--- config.mk ---
export PLATFORM = sky130hd
export DESIGN_NAME = mac_array
export DESIGN_NICKNAME = d
export VERILOG_FILES = /design/src/design/matmul_cfg_pkg.sv /design/src/design/matmul_types_pkg.sv /design/src/design/mac_array.sv
export SDC_FILE = /design/constraint.sdc
export NUM_CORES = 2
export LEC_CHECK = 0
export BUFFER_PORTS_ARGS = -buffer_cell sky130_fd_sc_hd__clkbuf_2
export CAP_MARGIN = 15
export CORE_MARGIN = 2
export CORE_UTILIZATION = 45
export CTS_BUF_LIST = sky130_fd_sc_hd__clkbuf_4
export CTS_CLUSTER_SIZE = 28
export DETAILED_ROUTE_END_ITERATION = 10
export HOLD_SLACK_MARGIN = 0.02
export PLACE_DENSITY = 0.65
export SLEW_MARGIN = 20
export SYNTH_ARGS = -nofsm -noshare
export SYNTH_HDL_FRONTEND = slang
export SYNTH_SLANG_ARGS = --single-unit
--- constraint.sdc ---
create_clock -name clk -period 14.3 [get_ports clk]
set_input_delay 1.43 -clock clk [delete_from_list [all_inputs] [get_ports clk]]
set_output_delay 1.43 -clock clk [all_outputs]
set_load 0.01 [all_outputs]
--- src/design/matmul_cfg_pkg.sv ---
package matmul_cfg_pkg;

  // matrix order and element widths
  localparam int dim          = 4;
  localparam int elem_width   = 8;

  // 4 products of 255*255 stay below 2**20
  localparam int result_width = 20;

  // operand and result memories
  localparam int addr_width   = 4;
  localparam int mem_depth    = 16;

  // run schedule in counter steps
  // memory word k reaches the array at step k+1 and cell (i,j) takes its
  // last product at step 4+i+j, so row 0 is final from step 2*dim on
  localparam int capture_step = 2 * dim;

  // last row is captured at capture_step+dim-1 and written one step later
  localparam int run_cycles   = capture_step + dim + 1;

endpackage

--- src/design/matmul_types_pkg.sv ---
package matmul_types_pkg;

  // single operand element
  typedef logic [matmul_cfg_pkg::elem_width-1:0] elem_t;

  // single accumulated element
  typedef logic [matmul_cfg_pkg::result_width-1:0] result_t;

  // one memory word of operands, element 0 in the low bits
  typedef elem_t [matmul_cfg_pkg::dim-1:0] operand_row_t;

  // one memory word of results, element 0 in the low bits
  typedef result_t [matmul_cfg_pkg::dim-1:0] result_row_t;

  // memory word address
  typedef logic [matmul_cfg_pkg::addr_width-1:0] addr_t;

  // run step counter
  // wide enough for run_cycles with room to spare
  typedef logic [5:0] step_t;

endpackage

--- src/design/mac_array.sv ---
`timescale 1ns/1ns

// output-stationary grid
// a enters on the left edge and moves right, b enters on top and moves down
module mac_array (
  input  logic                           clk,
  input  logic                           reset,
  input  logic                           clear,
  input  matmul_types_pkg::operand_row_t a_skewed,
  input  matmul_types_pkg::operand_row_t b_skewed,
  output matmul_types_pkg::result_t      sums [matmul_cfg_pkg::dim*matmul_cfg_pkg::dim]
);

  // forwarding registers between neighbours
  // the right column and bottom row have no one to pass to
  matmul_types_pkg::elem_t a_q [matmul_cfg_pkg::dim][matmul_cfg_pkg::dim-1];
  matmul_types_pkg::elem_t b_q [matmul_cfg_pkg::dim-1][matmul_cfg_pkg::dim];

  // one accumulator per cell
  matmul_types_pkg::result_t acc [matmul_cfg_pkg::dim][matmul_cfg_pkg::dim];

  for (genvar i = 0; i < matmul_cfg_pkg::dim; i++) begin : g_row
    for (genvar j = 0; j < matmul_cfg_pkg::dim; j++) begin : g_col
      matmul_types_pkg::elem_t   a_in;
      matmul_types_pkg::elem_t   b_in;
      matmul_types_pkg::result_t prod;

      // a from the left edge or the cell to the left
      if (j == 0) begin : g_a_edge
        assign a_in = a_skewed[i];
      end else begin : g_a_fwd
        assign a_in = a_q[i][j-1];
      end

      // b from the top edge or the cell above
      if (i == 0) begin : g_b_edge
        assign b_in = b_skewed[j];
      end else begin : g_b_fwd
        assign b_in = b_q[i-1][j];
      end

      // operands zero-extended so the product is exact
      assign prod = matmul_types_pkg::result_t'(a_in) * matmul_types_pkg::result_t'(b_in);

      always_ff @(posedge clk) begin
        if (reset || clear) begin
          acc[i][j] <= '0;
        end else begin
          acc[i][j] <= acc[i][j] + prod;
        end
      end

      if (j < matmul_cfg_pkg::dim - 1) begin : g_a_reg
        always_ff @(posedge clk) begin
          if (reset || clear) begin
            a_q[i][j] <= '0;
          end else begin
            a_q[i][j] <= a_in;
          end
        end
      end

      if (i < matmul_cfg_pkg::dim - 1) begin : g_b_reg
        always_ff @(posedge clk) begin
          if (reset || clear) begin
            b_q[i][j] <= '0;
          end else begin
            b_q[i][j] <= b_in;
          end
        end
      end

      // row-major result order
      assign sums[i*matmul_cfg_pkg::dim + j] = acc[i][j];
    end
  end

endmodule

Word-level counts from Yosys, hierarchy flattened
Memory sizes are Yosys's and may differ from the RTL's.
Cells that the tools add are included.
{"block": "word_totals", "inputBits": 67, "ram_bits": 512, "register_bits": 0, "memories": 3}
{"block": "classes", "n_mux": 43, "n_reduce_logical": 1, "multipliers": 16, "n_bitwise": 40, "add_sub_neg": 16}
{"memory": "acc", "words": 4, "width": 80, "rd": 4, "rd_clocked_by_memory_dff": 0, "write_ports": 4, "line_no": "mac_array.sv:20", "source": "matmul_types_pkg::result_t acc [matmul_cfg_pkg::dim][matmul_cfg_pkg::dim];"}
{"memory": "a_q", "words": 4, "width": 24, "rd": 4, "rd_clocked_by_memory_dff": 0, "write_ports": 4, "line_no": "mac_array.sv:16", "source": "matmul_types_pkg::elem_t a_q [matmul_cfg_pkg::dim][matmul_cfg_pkg::dim-1];"}
{"memory": "b_q", "words": 3, "width": 32, "rd": 3, "rd_clocked_by_memory_dff": 0, "write_ports": 3, "line_no": "mac_array.sv:17", "source": "matmul_types_pkg::elem_t b_q [matmul_cfg_pkg::dim-1][matmul_cfg_pkg::dim];"}
{"operator": "adder 20 x 16 -> 20 bit", "n": 16}
{"operator": "2-to-1 mux 20 bit", "n": 16}
{"operator": "multiplier 8 x 8 -> 16 bit", "n": 16}
{"operator": "2-to-1 mux 8 bit", "n": 24}
{"operator": "bitwise OR 1 bit", "n": 40}
{"operator": "2-to-1 mux 1 bit", "n": 3}
{"operator": "logical OR 1 bit", "n": 1}

Depth between registers and ports, before layout
{"block": "depth", "depth_word": 4, "depth_mapped": 18, "depth_no_buf": 17}

Worst setup path after synthesis
OpenSTA, ideal clock, no wires.
{"block": "synth_path", "kind": "input-to-reg", "from": "in b_skewed[16] (netlist name)", "to": "mem acc[0][37] (netlist name)", "setup_slack_ns": 8.772, "arrival_ns": 5.456, "path_buffers": 1, "path_stages": 16, "path_cell_list": "clkbuf_1 > nand2_1 > fa_1 > inv_1 > fa_1 > inv_1 > fa_1 > fa_1 > inv_1 > ha_1 > and3_1 > a2111oi_4 > o31a_2 > o21ai_1 > o31ai_1 > mux2i_1"}
{"item": "from (decl)", "line_no": "mac_array.sv:10", "source": "input matmul_types_pkg::operand_row_t b_skewed,"}
{"item": "to (decl)", "line_no": "mac_array.sv:20"}

==> flow_metrics.env <==
export IMPL_dp_hpwl_um=119000
export IMPL_die_area_um2=130000
export IMPL_slew_headroom=0.374
export IMPL_p_per_area_nw_per_um2=62.4
export IMPL_synth_ff_type="dfxtp_1"
export IMPL_rr_endpoint="acc[1][78]"
export IMPL_rr_startpoint="b_q[1][26]"
export IMPL_syn_area_per_cell_um2=8.71
export IMPL_worstHoldPathType="reg -> reg"
export IMPL_synth_top_family_by_area="adder cells"
export IMPL_synth_area_leaders="fa_1 28%, dfxtp_1 18%, ha_1 14%"
export IMPL_fin_setup_tns_ns=0
export IMPL_clock_sinks=512
export IMPL_met3_length_um=10200
export IMPL_wl_met2_um=70100
export IMPL_drtIter0Drc=2183
export IMPL_synthesis_area_um2=57200
export IMPL_ys_types=71
export IMPL_wl_met1_um=61900
export IMPL_numCtsBuffers=162
export IMPL_synth_mux_area_frac=0.00510
export IMPL_antenna_found_initial=6
export IMPL_yosys_area_share_simple=0.177
export IMPL_hold_depth=2
export IMPL_drv_cap=0
export IMPL_rows=130
export IMPL_drc_errors=0
export IMPL_ys_ff_latch=512
export IMPL_status="finished clean"
export IMPL_power_total_uw=3910
export IMPL_start_kind="register"
export IMPL_tritoncts="built"
export IMPL_fin_nets=8475
export IMPL_period_needed_ns=4.89
export IMPL_setup_viol=0
export IMPL_crit_type="reg -> reg"
export IMPL_drt_total_wl_um=148000
export IMPL_fillers=12100
export IMPL_cts_hold_buf=0
export IMPL_dp_cells=8438
export IMPL_cts_root_buf="clkbuf_4"
export IMPL_vdd_ir_drop_max_mv=0.0754
export IMPL_ys_seq_area_frac=0.179
export IMPL_total_leakage_power_uw=0.0334
export IMPL_cts_buffer_depth=3
export IMPL_grt_max_degree=198
export IMPL_initial_core_util=0.454
export IMPL_drive_gt1_frac=0.0945
export IMPL_fmax_mhz=204
export IMPL_r2r_setup_slack_ns=9.41
export IMPL_cp_arrival_ns=5.94
export IMPL_synth_nets=8088
export IMPL_min_delay_start="acc[1][139]"
export IMPL_vias=43700
export IMPL_syn_inst=6565
export IMPL_ctsResizeCount=0
export IMPL_via_per_inst=5.00
export IMPL_synth_compound_area_frac=0.0768
export IMPL_first_pass_iters=6
export IMPL_track_usage=0.231
export IMPL_gp_congestion=0.906
export IMPL_synth_xor_area_share=0.0239
export IMPL_end_kind="register"
export IMPL_ant_nets=0
export IMPL_reg2reg_depth=13
export IMPL_cp_max_fo=9
export IMPL_clk_pin_slew_ns=0.06
export IMPL_coreArea_um2=126000
export IMPL_synth_edff_count=0
export IMPL_rsz0062_at_grt="false"
export IMPL_die_h_um=360
export IMPL_cts_setup_buffers=0
export IMPL_port_buffers=386
export IMPL_fin_cells=8739
export IMPL_skew_ns=0.0726
export IMPL_tightestPinTransition_ns=0.939
export IMPL_hold_path_end="acc[1][139]"
export IMPL_h_tree_depth=4
export IMPL_crit_required_ns=15.35
export IMPL_most_common_layout_cells="1564 x inv_1, 800 x fa_1, 795 x and2_1"
export IMPL_period_share=0.342
export IMPL_grt_pass1_vias=45200
export IMPL_report_final_slew_viol_count=0
export IMPL_synth_adder_area_share=0.424
export IMPL_io_pins=387
export IMPL_wl_per_cell_um=16.9
export IMPL_grt_pass1_wl_um=239000
export IMPL_synth_top_area_frac=0.280
export IMPL_finalHoldViolCount=0
export IMPL_yosys_warnings=0
export IMPL_synth_area_leader_cell="fa_1"
export IMPL_grt_ovfl_total=0
export IMPL_area_growth_pct=9.72
export IMPL_async_flop_share=0
export IMPL_top_layer="met4"
export IMPL_clock_latency_ns=1.12
export IMPL_final_common_cell="inv_1"
export IMPL_die_x_um=360
## flip-flops by register name, indices dropped and copies added (netlist names)
| register | count |
|---|---|
| a_q | 96 |
| acc | 320 |
| b_q | 96 |
## through the flow
stage | setup WS [ns] | cell area, um2 | hold slack [ns] | utilization
after floorplan | 8.77 | 57200 | 0.487 | -
after global placement | 8.53 | 60600 | 0.459 | 0.482
after detailed placement | 8.53 | 60600 | 0.475 | 0.482
after CTS | 9.24 | 62700 | 0.485 | 0.498
after global routing | 9.10 | 62700 | 0.500 | 0.498
final | 9.41 | 62700 | 0.483 | 0.498
## worst max-delay path, stage by stage, from the launching register on
cell and delay, ns:
dfxtp_1 0.69, nand2_1 0.17, fa_1 0.54, fa_1 0.57, fa_1 0.43, fa_1 0.49, inv_1 0.04, ha_1 0.35
a2111oi_0 0.41, o21ai_0 0.28, a32oi_1 0.34, nand2_1 0.09, a31oi_1 0.22, mux2i_1 0.19
## synthesized netlist by cell type, types with 20 or more instances
cell type / n
inv_1: 1564
fa_1: 800
and2_1: 795
ha_1: 656
nand2_1: 651
dfxtp_1: 512
nor2_1: 277
a21oi_1: 167
clkbuf_1: 163
o21ai_0: 136
xnor2_1: 98
a21o_1: 92
xor2_1: 58
a211oi_1: 55
nand3_1: 55
nor3_1: 50
a31oi_1: 34
and3_1: 32
o21a_1: 32
or3_1: 31
mux2i_1: 28
nand4_1: 27
nor2b_1: 23
o211ai_1: 22
o21bai_1: 20
## per-layer routing
layer,global-route usage,up-vias
met2,0.385,1137
met4,0.0936,0
met3,0.0560,280
met1,0.287,21300
li1,-,20900
met5,0,-
## where the power goes
group | switching [uW] | internal [uW] | leakage, uW | total (uW)
combinational | 500 | 334 | 0.0280 | 835
sequential | 59.7 | 1460 | 0.00414 | 1520
clock | 752 | 803 | 0.00122 | 1560
total | 1310 | 2600 | 0.0334 | 3910
## layout make-up
class                   count  area, um2  area share
inverters                1564       5870      0.0936
flip-flops and latches    512      10200       0.163
clock buffers             219       1640      0.0262
clock inverters            71        443     0.00706
repair buffers            393       2010      0.0320
well taps                1650       2060      0.0329
multi-input cells        4319      40400       0.644
diodes                     11       27.5    0.000439
## cells by family after synthesis
kind of cell | Yosys count
xor+xnor | 156
flops | 512
compound gates | 674
buf+inv | 1734
simple gates | 2004
fa+ha+maj | 1456
mux | 29
## worst max-delay path by stage
| stage | start | endpoint | slack (ns) | depth (start not counted) |
|---|---|---|---|---|
| 2_1_floorplan | b_skewed[16] | acc[0][37] | 8.77 | 16 |
| 3_3_place_gp | a_skewed[6] | acc[0][75] | 8.53 | 16 |
| 3_5_place_dp | a_skewed[6] | acc[0][78] | 8.53 | 16 |
| 4_1_cts | b_q[0][5] | acc[0][99] | 9.24 | 15 |
| 5_1_grt | b_q[1][26] | acc[1][78] | 9.10 | 15 |
| 6_report | b_q[1][26] | acc[1][78] | 9.41 | 13 |
Power figures use the tool's default switching activity.
