### src/design/matmul_cfg_pkg.sv
package matmul_cfg_pkg;

  // matrix order and element widths
  localparam int dim          = 4;
  localparam int elem_width   = 8;

  // 4 products of 255*255 stay below 2**20
  localparam int result_width = 20;

  // operand and result memories
  localparam int addr_width   = 4;
  localparam int mem_depth    = 16;

  // run schedule in counter steps
  // memory word k reaches the array at step k+1 and cell (i,j) takes its
  // last product at step 4+i+j, so row 0 is final from step 2*dim on
  localparam int capture_step = 2 * dim;

  // last row is captured at capture_step+dim-1 and written one step later
  localparam int run_cycles   = capture_step + dim + 1;

endpackage

### src/design/matmul_types_pkg.sv
package matmul_types_pkg;

  // single operand element
  typedef logic [matmul_cfg_pkg::elem_width-1:0] elem_t;

  // single accumulated element
  typedef logic [matmul_cfg_pkg::result_width-1:0] result_t;

  // one memory word of operands, element 0 in the low bits
  typedef elem_t [matmul_cfg_pkg::dim-1:0] operand_row_t;

  // one memory word of results, element 0 in the low bits
  typedef result_t [matmul_cfg_pkg::dim-1:0] result_row_t;

  // memory word address
  typedef logic [matmul_cfg_pkg::addr_width-1:0] addr_t;

  // run step counter
  // wide enough for run_cycles with room to spare
  typedef logic [5:0] step_t;

endpackage

### src/design/result_collector.sv
`timescale 1ns/1ns

module result_collector (
  input  logic                          clk,
  input  logic                          reset,
  input  matmul_types_pkg::step_t       step,
  input  matmul_types_pkg::result_t     sums [matmul_cfg_pkg::dim*matmul_cfg_pkg::dim],
  input  logic                          rd_en,
  input  matmul_types_pkg::addr_t       host_addr,
  output matmul_types_pkg::result_row_t rd_data,
  output logic                          rd_valid
);

  logic                          cap_hit;
  matmul_types_pkg::addr_t       cap_idx;
  matmul_types_pkg::result_row_t cap_row;
  matmul_types_pkg::addr_t       cap_addr;
  logic                          cap_we;
  matmul_types_pkg::addr_t       host_addr_q;
  logic                          rd_en_q;
  matmul_types_pkg::addr_t       c_addr;

  // array row i is final from step capture_step+i on
  assign cap_hit = (step >= matmul_cfg_pkg::capture_step) &&
                   (step < matmul_cfg_pkg::capture_step + matmul_cfg_pkg::dim);
  assign cap_idx = matmul_types_pkg::addr_t'(step - matmul_cfg_pkg::capture_step);

  always_ff @(posedge clk) begin
    if (reset) begin
      cap_we   <= 1'b0;
      rd_en_q  <= 1'b0;
      rd_valid <= 1'b0;
    end else begin
      cap_we   <= cap_hit;
      rd_en_q  <= rd_en;
      rd_valid <= rd_en_q;
    end
  end

  // captured row and its target word
  always_ff @(posedge clk) begin
    host_addr_q <= host_addr;
    if (cap_hit) begin
      cap_addr <= cap_idx;
      for (int j = 0; j < matmul_cfg_pkg::dim; j++) begin
        cap_row[j] <= sums[int'(cap_idx)*matmul_cfg_pkg::dim + j];
      end
    end
  end

  // capture write owns the port, host reads otherwise
  assign c_addr = cap_we ? cap_addr : host_addr_q;

  row_ram #(.row_t(matmul_types_pkg::result_row_t)) c_ram (
    .clk   (clk),
    .addr  (c_addr),
    .wdata (cap_row),
    .we    (cap_we),
    .rdata (rd_data)
  );

  // host reads must stay clear of the capture window
  a_no_read_in_capture: assert property (@(posedge clk) disable iff (reset)
    cap_hit |-> !rd_en);

endmodule

### src/design/row_ram.sv
`timescale 1ns/1ns

// single-port memory, one row per word
// write and read share the address; a read during a write returns old data
module row_ram #(
  parameter type row_t = matmul_types_pkg::operand_row_t
) (
  input  logic                    clk,
  input  matmul_types_pkg::addr_t addr,
  input  row_t                    wdata,
  input  logic                    we,
  output row_t                    rdata
);

  row_t mem [matmul_cfg_pkg::mem_depth];

  always_ff @(posedge clk) begin
    if (we) begin
      mem[addr] <= wdata;
    end
    // registered read
    rdata <= mem[addr];
  end

endmodule

### config.mk
export PLATFORM = sky130hd
export DESIGN_NAME = result_collector
export DESIGN_NICKNAME = d
export VERILOG_FILES = /design/src/design/matmul_cfg_pkg.sv /design/src/design/matmul_types_pkg.sv /design/src/design/result_collector.sv /design/src/design/row_ram.sv
export SDC_FILE = /design/constraint.sdc
export NUM_CORES = 1
export LEC_CHECK = 0
export BUFFER_PORTS_ARGS = -buffer_cell sky130_fd_sc_hd__buf_2
export CAP_MARGIN = 20
export CORE_ASPECT_RATIO = 0.5
export CORE_MARGIN = 2
export CORE_UTILIZATION = 50
export CTS_CLUSTER_SIZE = 16
export DETAILED_ROUTE_END_ITERATION = 7
export PLACE_DENSITY_LB_ADDON = 0.25
export SLEW_MARGIN = 40
export SYNTH_ARGS = -nofsm -noshare
export SYNTH_HDL_FRONTEND = slang
export SYNTH_SLANG_ARGS = --single-unit
### constraint.sdc
create_clock -name clk -period 11.6 [get_ports clk]
set_input_delay 2.32 -clock clk [delete_from_list [all_inputs] [get_ports clk]]
set_output_delay 2.32 -clock clk [all_outputs]
set_load 0.02 [all_outputs]
# Word level (Yosys, flattened, before mapping)
# Memories as Yosys holds them, arrays and structs flattened. A register that Yosys moved wholly into a read port is not among the register bits.
# Cells that the tools add are included.
[op_classes] addsub=4 magnitude_cmp=6 mux=15 bitwise=4 n_reduce_logical=1
[ops] cell="20-bit binary-select mux with 4-bit select" count=4
[ops] cell="20-bit 2-to-1 mux" count=8
[ops] cell="32-bit by 5-bit greater-or-equal comparator with 1-bit output (second input constant)" count=4
[ops] cell="7-bit NOT with 32-bit output" count=3
[ops] cell="6-bit NOT with 32-bit output" count=1
[ops] cell="6-bit by 2-bit adder with 7-bit output (second input constant)" count=2
[ops] cell="6-bit by 1-bit adder with 7-bit output (second input constant)" count=1
[ops] cell="6-bit by 4-bit greater-or-equal comparator with 1-bit output (second input constant)" count=1
[ops] cell="6-bit by 4-bit < comparator with 1-bit output (second input constant)" count=1
[ops] cell="4-bit 2-to-1 mux" count=1
[ops] cell="4-bit subtractor (second input constant)" count=1
[ops] cell="1-bit 2-to-1 mux" count=2
[ops] cell="1-bit logical AND" count=1
[word_totals] register_bits=91 ram_bits=1280 in_bits=333 out_inout_bits=81 elab_cells=40 mem_count=1
[mem_list] name="c_ram.mem" words=16 word_bits=80 rd=1 rd_clocked_by_memory_dff=1 wr=1 line_no="row_ram.sv:15" rtl="row_t mem [matmul_cfg_pkg::mem_depth];"

# Logic depth before layout (Yosys ltp)
[logic_depth] word_depth=6 depth_mapped=8 depth_no_buf=4

# Modules after synthesis
# From an unflattened synthesis, not the netlist that was laid out.
[unflattened] hier_cells=2253 hier_area_um2=54319.6
[modules_own_cells] mod="row_ram" instances=1 cells_per_inst=2055 area_each_um2=49563.8 seq_area_each_um2=40038.4
[modules_own_cells] mod="result_collector" instances=1 cells_per_inst=198 area_each_um2=4755.8 seq_area_each_um2=2662.6

# Worst setup path before layout
# OpenSTA, ideal clock, no wires.
[synth_timing] path_kind="input-to-reg" from="input step[5]" to="register cap_addr[0] (enable)" setup_ns=0.744 arrival_ns=10.559 required_ns=10.856 slack_ns=0.297 cell_stages=1 path_buffers=0 cell_sequence="nor4_1"
[synth_via] elab_chain_len=2 elab_cells_between_ends=3 classes_between="2 x order compare; 1 x reduce/logical"
[synth_rtl] element="start, declared" line_no="result_collector.sv:6" rtl="input matmul_types_pkg::step_t step,"
[synth_rtl] element="6-bit by 4-bit greater-or-equal comparator with 1-bit output or 6-bit by 4-bit < comparator with 1-bit output (tied branches)" line_no="result_collector.sv:24, result_collector.sv:25"
[synth_rtl] element="1-bit logical AND *" line_no="result_collector.sv:24" rtl="assign cap_hit = (step >= matmul_cfg_pkg::capture_step) &&"
[synth_rtl] element="end signal, assigned" line_no="result_collector.sv:44" rtl="cap_addr <= cap_idx;"
[synth_rtl] element="end, declared" line_no="result_collector.sv:17" rtl="matmul_types_pkg::addr_t cap_addr;"
# Every way passes the cells marked *; elsewhere a longest branch is shown, timed or not.
# A chain may end at the register's enable or synchronous reset.

# Worst setup path after layout
[layout_timing] from="register cap_we" to="memory c_ram.mem[5][43] (netlist name) (enable)"
[layout_via] elab_chain_len=2 elab_cells_between_ends=3 classes_between="3 x mux"
[layout_rtl] element="start, declared" line_no="result_collector.sv:18" rtl="logic cap_we;"
[layout_rtl] element="start signal, assigned" line_no="result_collector.sv:34" rtl="cap_we <= cap_hit;"
[layout_rtl] element="1-bit 2-to-1 mux" line_no="row_ram.sv:18" rtl="if (we) begin"
[layout_rtl] element="1-bit 2-to-1 mux (not written as such)" line_no="row_ram.sv:19" rtl="mem[addr] <= wdata;"
[layout_rtl] element="end, declared" line_no="row_ram.sv:15"
# Several ways; a longest one is shown, not always the timed one.

==> results.txt <==
Outcome: finished clean
Core area: 111,000 µm²
CTS Hold Bufs: 0
Post-Syn Nets: 3,928
Mux share of post-synthesis cell area: 3.22%
TritonCTS buffer count: 120
Total Wirelength: 157 mm
Asr flop ratio synth: 0%
Area leader, netlist: edfxtp_1
Ports: 414
Setup bufs post-CTS: 0
Hold Crit Class: reg2reg
Count leader, synth: edfxtp_1
Simple-Gate Fraction of Synth Area: 1.43%
Syn_area_per_cell: 15.6 µm²
Min Tclk post-route: 4.02 ns
# DRC: 0
Startpoint Class: flip-flop
CP bufs+invs: 4
Slowest library cell on the worst path: buf_4
CP peak stage delay: 0.72 ns
Clk sink count: 1,451
Die area: 115,000 µm²
Post-Synthesis Cells: 3,595
Clk root buf: clkbuf_16
Crit. End Element: flip-flop
Skew final: 0.0313 ns
Mapped cell area: 55,900 µm²
Worst skew pair latency: 0.75 ns
Final period util: 34.6%
Nets: 4,202
Compound-cell area share of the yosys netlist: 16.5%
Flops & latches, synth: 1,451
Clock slew at reported path FFs: 0.07 ns
Crit Path Class: reg2reg
H-tree levels: 3
Seq/Total Area, Yosys: 76.3%
Crit-path max FO: 38
Area Overhead vs Synth: 14.0%
Vias per Instance: 6.65
PD cells: 165 nW/µm²
Endpoints failing setup: 0
Max-slew violation count: 0
Routed vias: 36,400
Adder-cell share of the synthesized area: 0%
Rows: 86
Ant diodes: 0
Critical path data arrival time: 4.38 ns
Final hold vios: 0
Achievable frequency: 0.249 GHz
Synth top cells by count: edfxtp_1, o21ai_0, a41oi_1
First-pass GRT wire length: 232 mm
Routed len/inst: 28.6 µm
Slew @ Worst Pin: 0.958 ns
Unrepaired setup endpoints after global routing: false
Vias in the first global route: 36,800
Pleak: 19.3 nW
Die Ht: 241 µm
Unique masters post-synth: 27
Die Wd: 477 µm
Half-perimeter wire length after placement: 75.8 mm
# port buffers: 413
DR pass1 iterations: 5
Pin count of the biggest net entering global routing: 177
Critical path cell sequence: nand2_1 -> a2bb2oi_4 -> buf_4 -> buf_4 -> nor2_4 -> buf_4 -> buf_4
Fraction of layout cells with a size suffix above 1: 19.7%
Yosys Warn Count: 0
Initial antenna violation count: 1
Most common cell on crit path: buf_4
Util after Layout: 57.7%
CP required: 11.96 ns
Relative slew slack: 36.1%
Initial core utilization: 50.6%
Post-DP Area: 59,600 µm²
Cts repair resizes: 0
Initial drt markers: 4,287
Dominant cells by area after synthesis: edfxtp_1, o21ai_0, a41oi_1
Post-synthesis xor/xnor area fraction: 0%
Post-route design area: 63,800 µm²
Largest family of logic cells by synthesized area: compound AO/OA/AOI/OAI gates
Clk buf depth: 3
Number of synthesized flops with an enable pin: 1,364
Max-cap violation count: 0
CP delay by family, top: buffers and inverters
Fillers: 8,385
Setup TNS: 0 ns
Total GRT Usage: 26.9%
TritonCTS clock tree: built
Overflow left after global routing: 0
Share of the synthesized area in the top cell type: 73.2%
Top FF cell, synth: edfxtp_1
RD Place Congestion: 0.792
Routed Antenna Nets: 0
Maximum vdd drop: 124 µV
-- per-layer routing --
metal / vias up / GRT usage (%) / routed length (µm)
li1: 15200 / - / -
met1: 18600 / 38.3 / 63000
met2: 2265 / 42.8 / 73900
met3: 282 / 4.91 / 15900
met4: 0 / 8.16 / 3990
met5: - / 0 / 0
-- where the power goes --
group	internal (mW)	total, mW	switching (mW)
logic	0.187	0.500	0.313
clock network	2.34	4.22	1.88
registers	5.75	5.82	0.0676
-- kinds of logic after synthesis --
family	after synthesis
multiplexers	80
AO/OA/AOI/OAI	1604
buffers and inverters	343
flip-flops	1451
AND/OR/NAND/NOR	117
-- registers in the layout, indices dropped and copies added, names as in the netlist --
name / count
cap_we: 1
rd_en_q: 1
cap_addr: 4
rd_valid: 1
cap_row: 80
host_addr_q: 4
c_ram.mem: 1280
c_ram.rdata: 80
-- per-stage QoR --
stage	instances	hold slack [ns]	power, mW	worst slack [ns]
floorplan	3595	0.414	6.18	0.297
global placement	5230	0.432	6.41	7.09
detailed placement	5239	0.433	6.43	7.16
CTS	5468	0.459	10.6	7.37
global route	5472	0.464	10.8	7.51
finish	5472	0.454	10.5	7.58
-- worst register-to-register path, delay by kind of cell (launching register included) --
kind | cells | cell delay (ns)
compound gates | 1 | 0.17
flops | 1 | 0.63
buf+inv | 4 | 2.16
simple gates | 2 | 0.62
-- layout by cell type, fill, tap and decap left out, types with 2 or more instances in the layout --
cell        Yosys  routed
nor2b_1         4       4
and3b_4         0       3
or4_1          80      80
a41oi_1       320     320
nor3b_4         0       2
clkbuf_16       0     123
dfxtp_1        87      86
buf_16          0       6
mux4_2         80      80
o21ai_0      1165    1165
buf_2          45     411
nor2_4          0      16
o21ai_1       115     115
edfxtp_1     1364    1364
clkinv_2        0      24
clkinv_1        0      27
clkbuf_8        0       9
nor2_1         19       3
inv_1           3       3
buf_4           2      37
clkinvlp_4      0       3
buf_6           5      24
nand2_1         2       2
bufinv_16       0      15
clkbuf_1      278      22
nand3b_1        2       2
a32oi_4         0       2
inv_6           0       2
buf_12          0      13
-- final timing paths --
kind	startpoint	depth (start not counted)	to	slack (ns)
worst max-delay path	cap_we	7	c_ram.mem[5][43]	7.58
worst min-delay path	rd_en_q	1	rd_valid	0.45
worst max register to register	cap_we	7	c_ram.mem[5][43]	7.58
worst min register to register	rd_en_q	1	rd_valid	0.45
-- cell type report --
| cell class | instances | area [µm²] | area share (%) |
|---|---|---|---|
| Multi-Input combinational cell | 1801 | 12100 | 18.9 |
| Inverter | 3 | 11.3 | 0.0177 |
| Timing Repair Buffer | 492 | 3050 | 4.78 |
| Clock buffer | 154 | 3280 | 5.15 |
| Clock inverter | 75 | 787 | 1.23 |
| Tap cell | 1496 | 1870 | 2.94 |
| Sequential cell | 1451 | 42700 | 67.0 |
(Power assumes the default switching activity.)
