==> src/design/matmul_cfg_pkg.sv <==
package matmul_cfg_pkg;

  // matrix order and element widths
  localparam int dim          = 4;
  localparam int elem_width   = 8;

  // 4 products of 255*255 stay below 2**20
  localparam int result_width = 20;

  // operand and result memories
  localparam int addr_width   = 4;
  localparam int mem_depth    = 16;

  // run schedule in counter steps
  // memory word k reaches the array at step k+1 and cell (i,j) takes its
  // last product at step 4+i+j, so row 0 is final from step 2*dim on
  localparam int capture_step = 2 * dim;

  // last row is captured at capture_step+dim-1 and written one step later
  localparam int run_cycles   = capture_step + dim + 1;

endpackage

==> src/design/matmul_types_pkg.sv <==
package matmul_types_pkg;

  // single operand element
  typedef logic [matmul_cfg_pkg::elem_width-1:0] elem_t;

  // single accumulated element
  typedef logic [matmul_cfg_pkg::result_width-1:0] result_t;

  // one memory word of operands, element 0 in the low bits
  typedef elem_t [matmul_cfg_pkg::dim-1:0] operand_row_t;

  // one memory word of results, element 0 in the low bits
  typedef result_t [matmul_cfg_pkg::dim-1:0] result_row_t;

  // memory word address
  typedef logic [matmul_cfg_pkg::addr_width-1:0] addr_t;

  // run step counter
  // wide enough for run_cycles with room to spare
  typedef logic [5:0] step_t;

endpackage

==> src/design/operand_feeder.sv <==
`timescale 1ns/1ns

module operand_feeder (
  input  logic                           clk,
  input  logic                           reset,
  input  logic                           start,
  input  logic                           load_a,
  input  logic                           load_b,
  input  matmul_types_pkg::addr_t        host_addr,
  input  matmul_types_pkg::operand_row_t host_wdata,
  output matmul_types_pkg::step_t        step,
  output logic                           clear,
  output logic                           done,
  output matmul_types_pkg::operand_row_t a_skewed,
  output matmul_types_pkg::operand_row_t b_skewed
);

  matmul_types_pkg::addr_t        run_addr;
  matmul_types_pkg::addr_t        mem_addr;
  matmul_types_pkg::operand_row_t a_word;
  matmul_types_pkg::operand_row_t b_word;
  matmul_types_pkg::operand_row_t a_live;
  matmul_types_pkg::operand_row_t b_live;
  logic                           fetch_live;

  // idle whenever start is low
  assign clear = !start;

  // run counter, holds at run_cycles once done is up
  always_ff @(posedge clk) begin
    if (reset || clear) begin
      step <= '0;
      done <= 1'b0;
    end else if (step == matmul_types_pkg::step_t'(matmul_cfg_pkg::run_cycles)) begin
      done <= 1'b1;
    end else begin
      step <= step + 1'b1;
    end
  end

  // words 0..dim-1 in order, then park on the top word
  assign run_addr = (step < matmul_cfg_pkg::dim) ?
                    matmul_types_pkg::addr_t'(step) :
                    matmul_types_pkg::addr_t'(matmul_cfg_pkg::mem_depth - 1);
  assign mem_addr = start ? run_addr : host_addr;

  // marks the cycle in which a fetched word sits on the memory output
  always_ff @(posedge clk) begin
    if (reset) begin
      fetch_live <= 1'b0;
    end else begin
      fetch_live <= start && (step < matmul_cfg_pkg::dim);
    end
  end

  row_ram #(.row_t(matmul_types_pkg::operand_row_t)) a_ram (
    .clk   (clk),
    .addr  (mem_addr),
    .wdata (host_wdata),
    .we    (load_a),
    .rdata (a_word)
  );

  row_ram #(.row_t(matmul_types_pkg::operand_row_t)) b_ram (
    .clk   (clk),
    .addr  (mem_addr),
    .wdata (host_wdata),
    .we    (load_b),
    .rdata (b_word)
  );

  // parked word is not part of the matrix, feed zeros instead
  assign a_live = fetch_live ? a_word : '0;
  assign b_live = fetch_live ? b_word : '0;

  // element j is delayed j cycles to form the diagonal wavefront
  for (genvar j = 0; j < matmul_cfg_pkg::dim; j++) begin : g_skew
    if (j == 0) begin : g_direct
      assign a_skewed[j] = a_live[j];
      assign b_skewed[j] = b_live[j];
    end else begin : g_delay
      matmul_types_pkg::elem_t a_dly [j];
      matmul_types_pkg::elem_t b_dly [j];

      always_ff @(posedge clk) begin
        if (reset || clear) begin
          for (int d = 0; d < j; d++) begin
            a_dly[d] <= '0;
            b_dly[d] <= '0;
          end
        end else begin
          a_dly[0] <= a_live[j];
          b_dly[0] <= b_live[j];
          for (int d = 1; d < j; d++) begin
            a_dly[d] <= a_dly[d-1];
            b_dly[d] <= b_dly[d-1];
          end
        end
      end

      assign a_skewed[j] = a_dly[j-1];
      assign b_skewed[j] = b_dly[j-1];
    end
  end

  // host may only load while idle
  a_no_load_in_run: assert property (@(posedge clk) disable iff (reset)
    start |-> !(load_a || load_b));

  // done only after start has been held for the whole run
  a_done_after_start: assert property (@(posedge clk) disable iff (reset)
    done |-> $past(start, matmul_cfg_pkg::run_cycles + 1));

endmodule

==> src/design/row_ram.sv <==
`timescale 1ns/1ns

// single-port memory, one row per word
// write and read share the address; a read during a write returns old data
module row_ram #(
  parameter type row_t = matmul_types_pkg::operand_row_t
) (
  input  logic                    clk,
  input  matmul_types_pkg::addr_t addr,
  input  row_t                    wdata,
  input  logic                    we,
  output row_t                    rdata
);

  row_t mem [matmul_cfg_pkg::mem_depth];

  always_ff @(posedge clk) begin
    if (we) begin
      mem[addr] <= wdata;
    end
    // registered read
    rdata <= mem[addr];
  end

endmodule

==> config.mk <==
export PLATFORM = sky130hd
export DESIGN_NAME = operand_feeder
export DESIGN_NICKNAME = d
export VERILOG_FILES = /design/src/design/matmul_cfg_pkg.sv /design/src/design/matmul_types_pkg.sv /design/src/design/operand_feeder.sv /design/src/design/row_ram.sv
export SDC_FILE = /design/constraint.sdc
export NUM_CORES = 1
export LEC_CHECK = 0
export BUFFER_PORTS_ARGS = -buffer_cell sky130_fd_sc_hd__buf_4
export CAP_MARGIN = 20
export CORE_MARGIN = 5
export CORE_UTILIZATION = 30
export DETAILED_ROUTE_END_ITERATION = 10
export PLACE_DENSITY = 0.45
export SLEW_MARGIN = 20
export SYNTH_ARGS = -nofsm -noshare
export SYNTH_HDL_FRONTEND = slang
export SYNTH_SLANG_ARGS = --single-unit
==> constraint.sdc <==
create_clock -name clk -period 6.6 [get_ports clk]
set_input_delay 0.99 -clock clk [delete_from_list [all_inputs] [get_ports clk]]
set_output_delay 0.99 -clock clk [all_outputs]
set_load 0.02 [all_outputs]
== Word-level counts from Yosys, hierarchy flattened ==
Memories as Yosys holds them, arrays and structs flattened. A register that Yosys moved wholly into a read port is not among the register bits.
Index checks and enable logic that the tools add are counted.

* $add $sub $neg: 1
* Magnitude comparators: 1
* Eq/ne operators: 1
* Mux-type cells: 25
* Bitwise logic cells: 10
* Reductions and logical operators: 5

{| class="wikitable"
|+ Operators by type and width
! operator !! count
|-
| two-way mux 8 bit || 12
|-
| two-way mux 32 bit || 2
|-
| OR reduction 8 bit || 2
|-
| OR 1 bit || 10
|-
| two-way mux 1 bit || 9
|-
| two-way mux 4 bit || 2
|-
| adder 6 x 1 -> 6 bit (second input constant) || 1
|-
| equality test 6 x 4 -> 1 bit (second input constant) || 1
|-
| less-than comparator 6 x 3 -> 1 bit (second input constant) || 1
|-
| logical AND 1 bit || 1
|-
| zero test 1 bit || 1
|-
| logical OR 1 bit || 1
|}

* Register bits after elaboration: 8
* RAM bits: 1,120
* Output and inout bits: 72
* Logic and storage cells: 54
* Memories: 8

{| class="wikitable"
|+ Memories
! memory !! words !! bits a word !! rd ports !! clocked after memory_dff !! write ports !! RTL line !! RTL
|-
| a_ram.mem || 16 || 32 || 1 || 1 || 1 || row_ram.sv:15 || <nowiki>row_t mem [matmul_cfg_pkg::mem_depth];</nowiki>
|-
| b_ram.mem || 16 || 32 || 1 || 1 || 1 || row_ram.sv:15 ||
|-
| g_skew[3].g_delay.a_dly || 3 || 8 || 3 || 0 || 3 || operand_feeder.sv:82 || <nowiki>matmul_types_pkg::elem_t a_dly [j];</nowiki>
|-
| g_skew[3].g_delay.b_dly || 3 || 8 || 3 || 0 || 3 || operand_feeder.sv:83 || <nowiki>matmul_types_pkg::elem_t b_dly [j];</nowiki>
|-
| g_skew[2].g_delay.a_dly || 2 || 8 || 2 || 0 || 2 || operand_feeder.sv:82 ||
|-
| g_skew[2].g_delay.b_dly || 2 || 8 || 2 || 0 || 2 || operand_feeder.sv:83 ||
|-
| 2 more memories || n/a || n/a || n/a || n/a || n/a || n/a ||
|}

== Logic depth before layout (Yosys ltp) ==
* Depth in word-level cells: 5
* Mapped depth: 11
* Mapped depth without buffers: 5

== By module ==
From an unflattened synthesis, not the netlist that was laid out.

* Cell total of the unflattened synthesis: 1,984
* Area, all modules: 43,090.1 µm²

{| class="wikitable"
|+ Modules (own cells, without submodules)
! module !! times used !! cells an instance !! area each (µm²) !! seq. area each (µm²)
|-
| row_ram || 2 || 840 || 19,862.8 || 16,015.4
|-
| operand_feeder || 1 || 304 || 3,364.5 || 2,082.0
|}

== Worst setup path before layout ==
No wires, ideal clock.

* Kind: input to register
* From: in start
* To: mem a_ram.mem[0][0] (netlist name) (enable)
* Setup time: 0.421 ns
* Arrival: 3.846 ns
* Slack: 2.333 ns
* Stages on the path: 9
* Path buffers: 5
* Cells stage by stage: or3b_1 -> buf_2 -> o31ai_2 -> buf_4 -> buf_6 -> buf_6 -> buf_6 -> nand2_1 -> nor2_1

* Longest elaborated chain between the ends: 1

{| class="wikitable"
|+ Ends and longest elaborated chain
! element !! RTL line !! RTL
|-
| from (decl) || operand_feeder.sv:6 || <nowiki>input logic start,</nowiki>
|-
| two-way mux 4 bit || operand_feeder.sv:45 || <nowiki>assign mem_addr = start ? run_addr : host_addr;</nowiki>
|-
| to (decl) || row_ram.sv:15 ||
|}

No other way between the ends.

== Worst setup path after layout ==
* From: reg step[0]
* To: reg a_ram.rdata[11] (netlist name), read port of a_ram.mem

* Longest elaborated chain between the ends: 3

{| class="wikitable"
|+ Ends and longest elaborated chain
! element !! RTL line !! RTL
|-
| from (decl) || operand_feeder.sv:11 || <nowiki>output matmul_types_pkg::step_t step,</nowiki>
|-
| from (signal assigned) || operand_feeder.sv:37 || <nowiki>step <= step + 1'b1;</nowiki>
|-
| less-than comparator 6 x 3 -> 1 bit || operand_feeder.sv:42 || <nowiki>assign run_addr = (step < matmul_cfg_pkg::dim) ?</nowiki>
|-
| two-way mux 4 bit * || operand_feeder.sv:42 ||
|-
| two-way mux 4 bit * || operand_feeder.sv:45 ||
|-
| to (decl) || row_ram.sv:12 || <nowiki>output row_t rdata</nowiki>
|}

Mark *: on every way between the ends. The rest lies on a longest branch, timed or not.
A chain may end at the register's enable or synchronous reset.

==> metrics.md <==
| Metric | Value |
|---|---|
| Clk_skew | 25.0 ps |
| Vias | about 28000 |
| Core area | between 0.15 and 0.2 mm^2 |
| Final Max Tran Viols | 0 |
| Ys flop type | edfxtp_1 |
| CTS tree | done |
| Post-CTS sizing | 0 |
| CTS Root Buffer Type | clkbuf_16 |
| Initial antenna violation count | 5 |
| Fmax | 235 MHz |
| Wirelength per Cell | 26.7 um |
| Share of the synthesized area in the top cell type | 0.644 |
| CP Class | flop to flop |
| Final hold viol count | 0 |
| LEAKAGE | ~18 nW |
| Post-synth ARST share | 0 |
| Setup crit end kind | flop |
| CP startpoint kind | flop |
| Number of global-route vias before repair | between 20000 and 30000 |
| Status | complete, no violations |
| Max-Cap Viols | 0 |
| Critical path peak fanout | 74 |
| Hpwl dp | approximately 76000 um |
| Placed cell areas | around 0.051 mm^2 |
| H-tree depth | 4 |
| Total CTS buffers | about 140 |
| DR pass1 iterations | 6 |
| Residual DRC | 0 |
| Area grow syn2layout | 15.5% |
| Die Footprint | 0.167 mm^2 |
| Hold Path Cell Cnt | 1 |
| CTS sink cnt | around 1200 |
| Max-slew headroom | 0.188 |
| YS warnings | 0 |
| Chip Width | 409 um |
| Worst-skew pair later-pin latency | approximately 760 ps |
| Global placer's final weighted congestion | about 0.74 |
| First-pass GRT wire length | roughly 200000 um |
| Initial DRC Count | ~2200 |
| Setup Viol. Count Final | 0 |
| Fin crit share | 0.645 |
| Least-Margin Pin Slew | 1220 ps |
| Die Y | roughly 410 um |
| Total congestion overflow | 0 |
| # Post-CTS Setup Buffers | 0 |
| Syn Inst Count | approximately 3000 |
| Routed vias/inst | around 5.3 |
| Setup tns final | 0 ps |
| WP data arrival | 4810 ps |
| Yosys top cell by area | edfxtp_1 |
| Final #Nets | approximately 3000 |
| Post-synthesis sequential area ratio | 0.714 |
| Total track usage | 0.161 |
| IR drop worst, VDD | around 0.25 mV |
| Synth Cell Area | ~0.048 mm^2 |
| RSZ-0062 raised after global routing | no |
| R2R cell count | 7 |
| Final wirelength | 138000 um |
| Syn Nets | just over 3000 |
| Post-route ant nets | 0 |
| Design area | approximately 0.055 mm^2 |
| Pwr Density | 307 mW/mm^2 |
| Syn Area/Cell | about 16 um^2 |
| Post-synth EDFFs | 1024 |
| Worst path required time | roughly 7200 ps |
| Clock Path Buffers | 3 |
| Fill cell total of the finished layout | 15000 |
| # hold bufs at CTS | 0 |
| PortBufs | approximately 110 |
| Largest net degree at the start of global routing | 150 |
| Clock transition at path regs | around 60 ps |
| Initial Utilization | 0.302 |
| #FFs+latches synth | 1192 |
| Synth cell types | 46 |
| Minimum clock period | between 4000 and 5000 ps |
| # IOs | 113 |
| Main area contributors after synthesis | edfxtp_1 64%, dfxtp_1 7.0%, mux2i_1 5.3% |
| Layout cell share with drive strength beyond 1 | 0.194 |
| Row count | ~150 |
| Hold Crit Class | flop to flop |
==> cell usage after synthesis (all sizes together), types with 4 or more instances <==
cell	number
edfxtp	1024
mux2i	253
clkbuf	209
dfxtp	168
a22oi	129
mux2	129
nand3	129
nor4b	129
o311ai	129
buf	101
nand2	73
a21oi	71
a2111oi	64
a211oi	64
and2	64
o2111ai	63
o22a	63
and3	50
nor2	44
or2	4
xnor2	4
==> cell usage in the layout, fill, tap and decap left out, types with 129 or more instances in the layout <==
master,n
clkbuf_16,140
dfxtp_1,164
mux2_2,129
edfxtp_1,1024
a22oi_1,129
nor4b_1,129
o311ai_0,129
mux2i_1,253
nand3_1,129
buf_4,168
==> sequential cells by signal, indices dropped and copies added, names as in the netlist, 6 cells and up <==
register	cells
a_ram.mem	512
a_ram.rdata	32
b_ram.mem	512
b_ram.rdata	32
g_skew.g_delay.a_dly	48
g_skew.g_delay.b_dly	48
step	6
==> critical path, cell delays in order (launching register included) <==
cell	delay, ps
dfxtp_4	490
or2_4	780
o31a_2	230
buf_4	540
buf_4	710
mux2i_1	290
a2111oi_2	600
o2111ai_1	320
==> final cells by class <==
| type | instances | area [um^2] | share of cell area |
|---|---|---|---|
| Tap cell | 2072 | 2590 | 0.0470 |
| Inverter | 3 | 11.3 | 0.000204 |
| Antenna cell | 1 | 2.50 | 0.0000454 |
| Clock buffer | 204 | 3940 | 0.0715 |
| Multi-Input combinational cell | 1488 | 12500 | 0.226 |
| Clock inverter | 43 | 464 | 0.00842 |
| Sequential cell | 1192 | 34100 | 0.619 |
| Timing Repair Buffer | 181 | 1550 | 0.0281 |
==> path summary, 6_finish.rpt <==
kind,start,slack (ps),end
max,step[0],2340,a_ram.rdata[11]
min,g_skew[3].g_delay.b_dly[0][13],420,g_skew[3].g_delay.b_dly[0][21]
max reg2reg,step[0],2340,a_ram.rdata[11]
min reg2reg,g_skew[3].g_delay.b_dly[0][13],420,g_skew[3].g_delay.b_dly[0][21]
==> cells by family after synthesis <==
group           Yosys count  synth area share
compound gates          593             0.105
xor+xnor                  5          0.000917
mux                     382            0.0834
fa+ha+maj                 2          0.000524
simple gates            506            0.0638
buf+inv                 313            0.0320
flops                  1192             0.714
==> layer usage <==
metal  global-route usage  up-vias  part of all wire
met5                    0        -                 0
met4               0.0504        0             0.027
li1                     -    12100                 -
met2                0.257      912              0.47
met3               0.0305      205             0.058
met1                0.223    14300              0.45
==> through the flow <==
step	worst slack [ps]	hold slack (ps)	util	power (mW)	cells
CTS	2360	390	0.348	17.1	5180
finish	2340	423	0.348	16.9	5184
global route	2200	409	0.348	17.5	5183
global placement	1580	410	0.319	9.65	4928
detailed placement	1640	412	0.320	9.67	4933
floorplan	2330	406	-	9.19	2993
==> power by group <==
| group | switching, mW | internal, mW | total [mW] |
|---|---|---|---|
| clock | 2.99 | 4.44 | 7.44 |
| sequential | 0.0592 | 8.36 | 8.42 |
| combinational | 0.741 | 0.343 | 1.08 |
| total | 3.79 | 13.1 | 16.9 |
(Power assumes the default switching activity.)
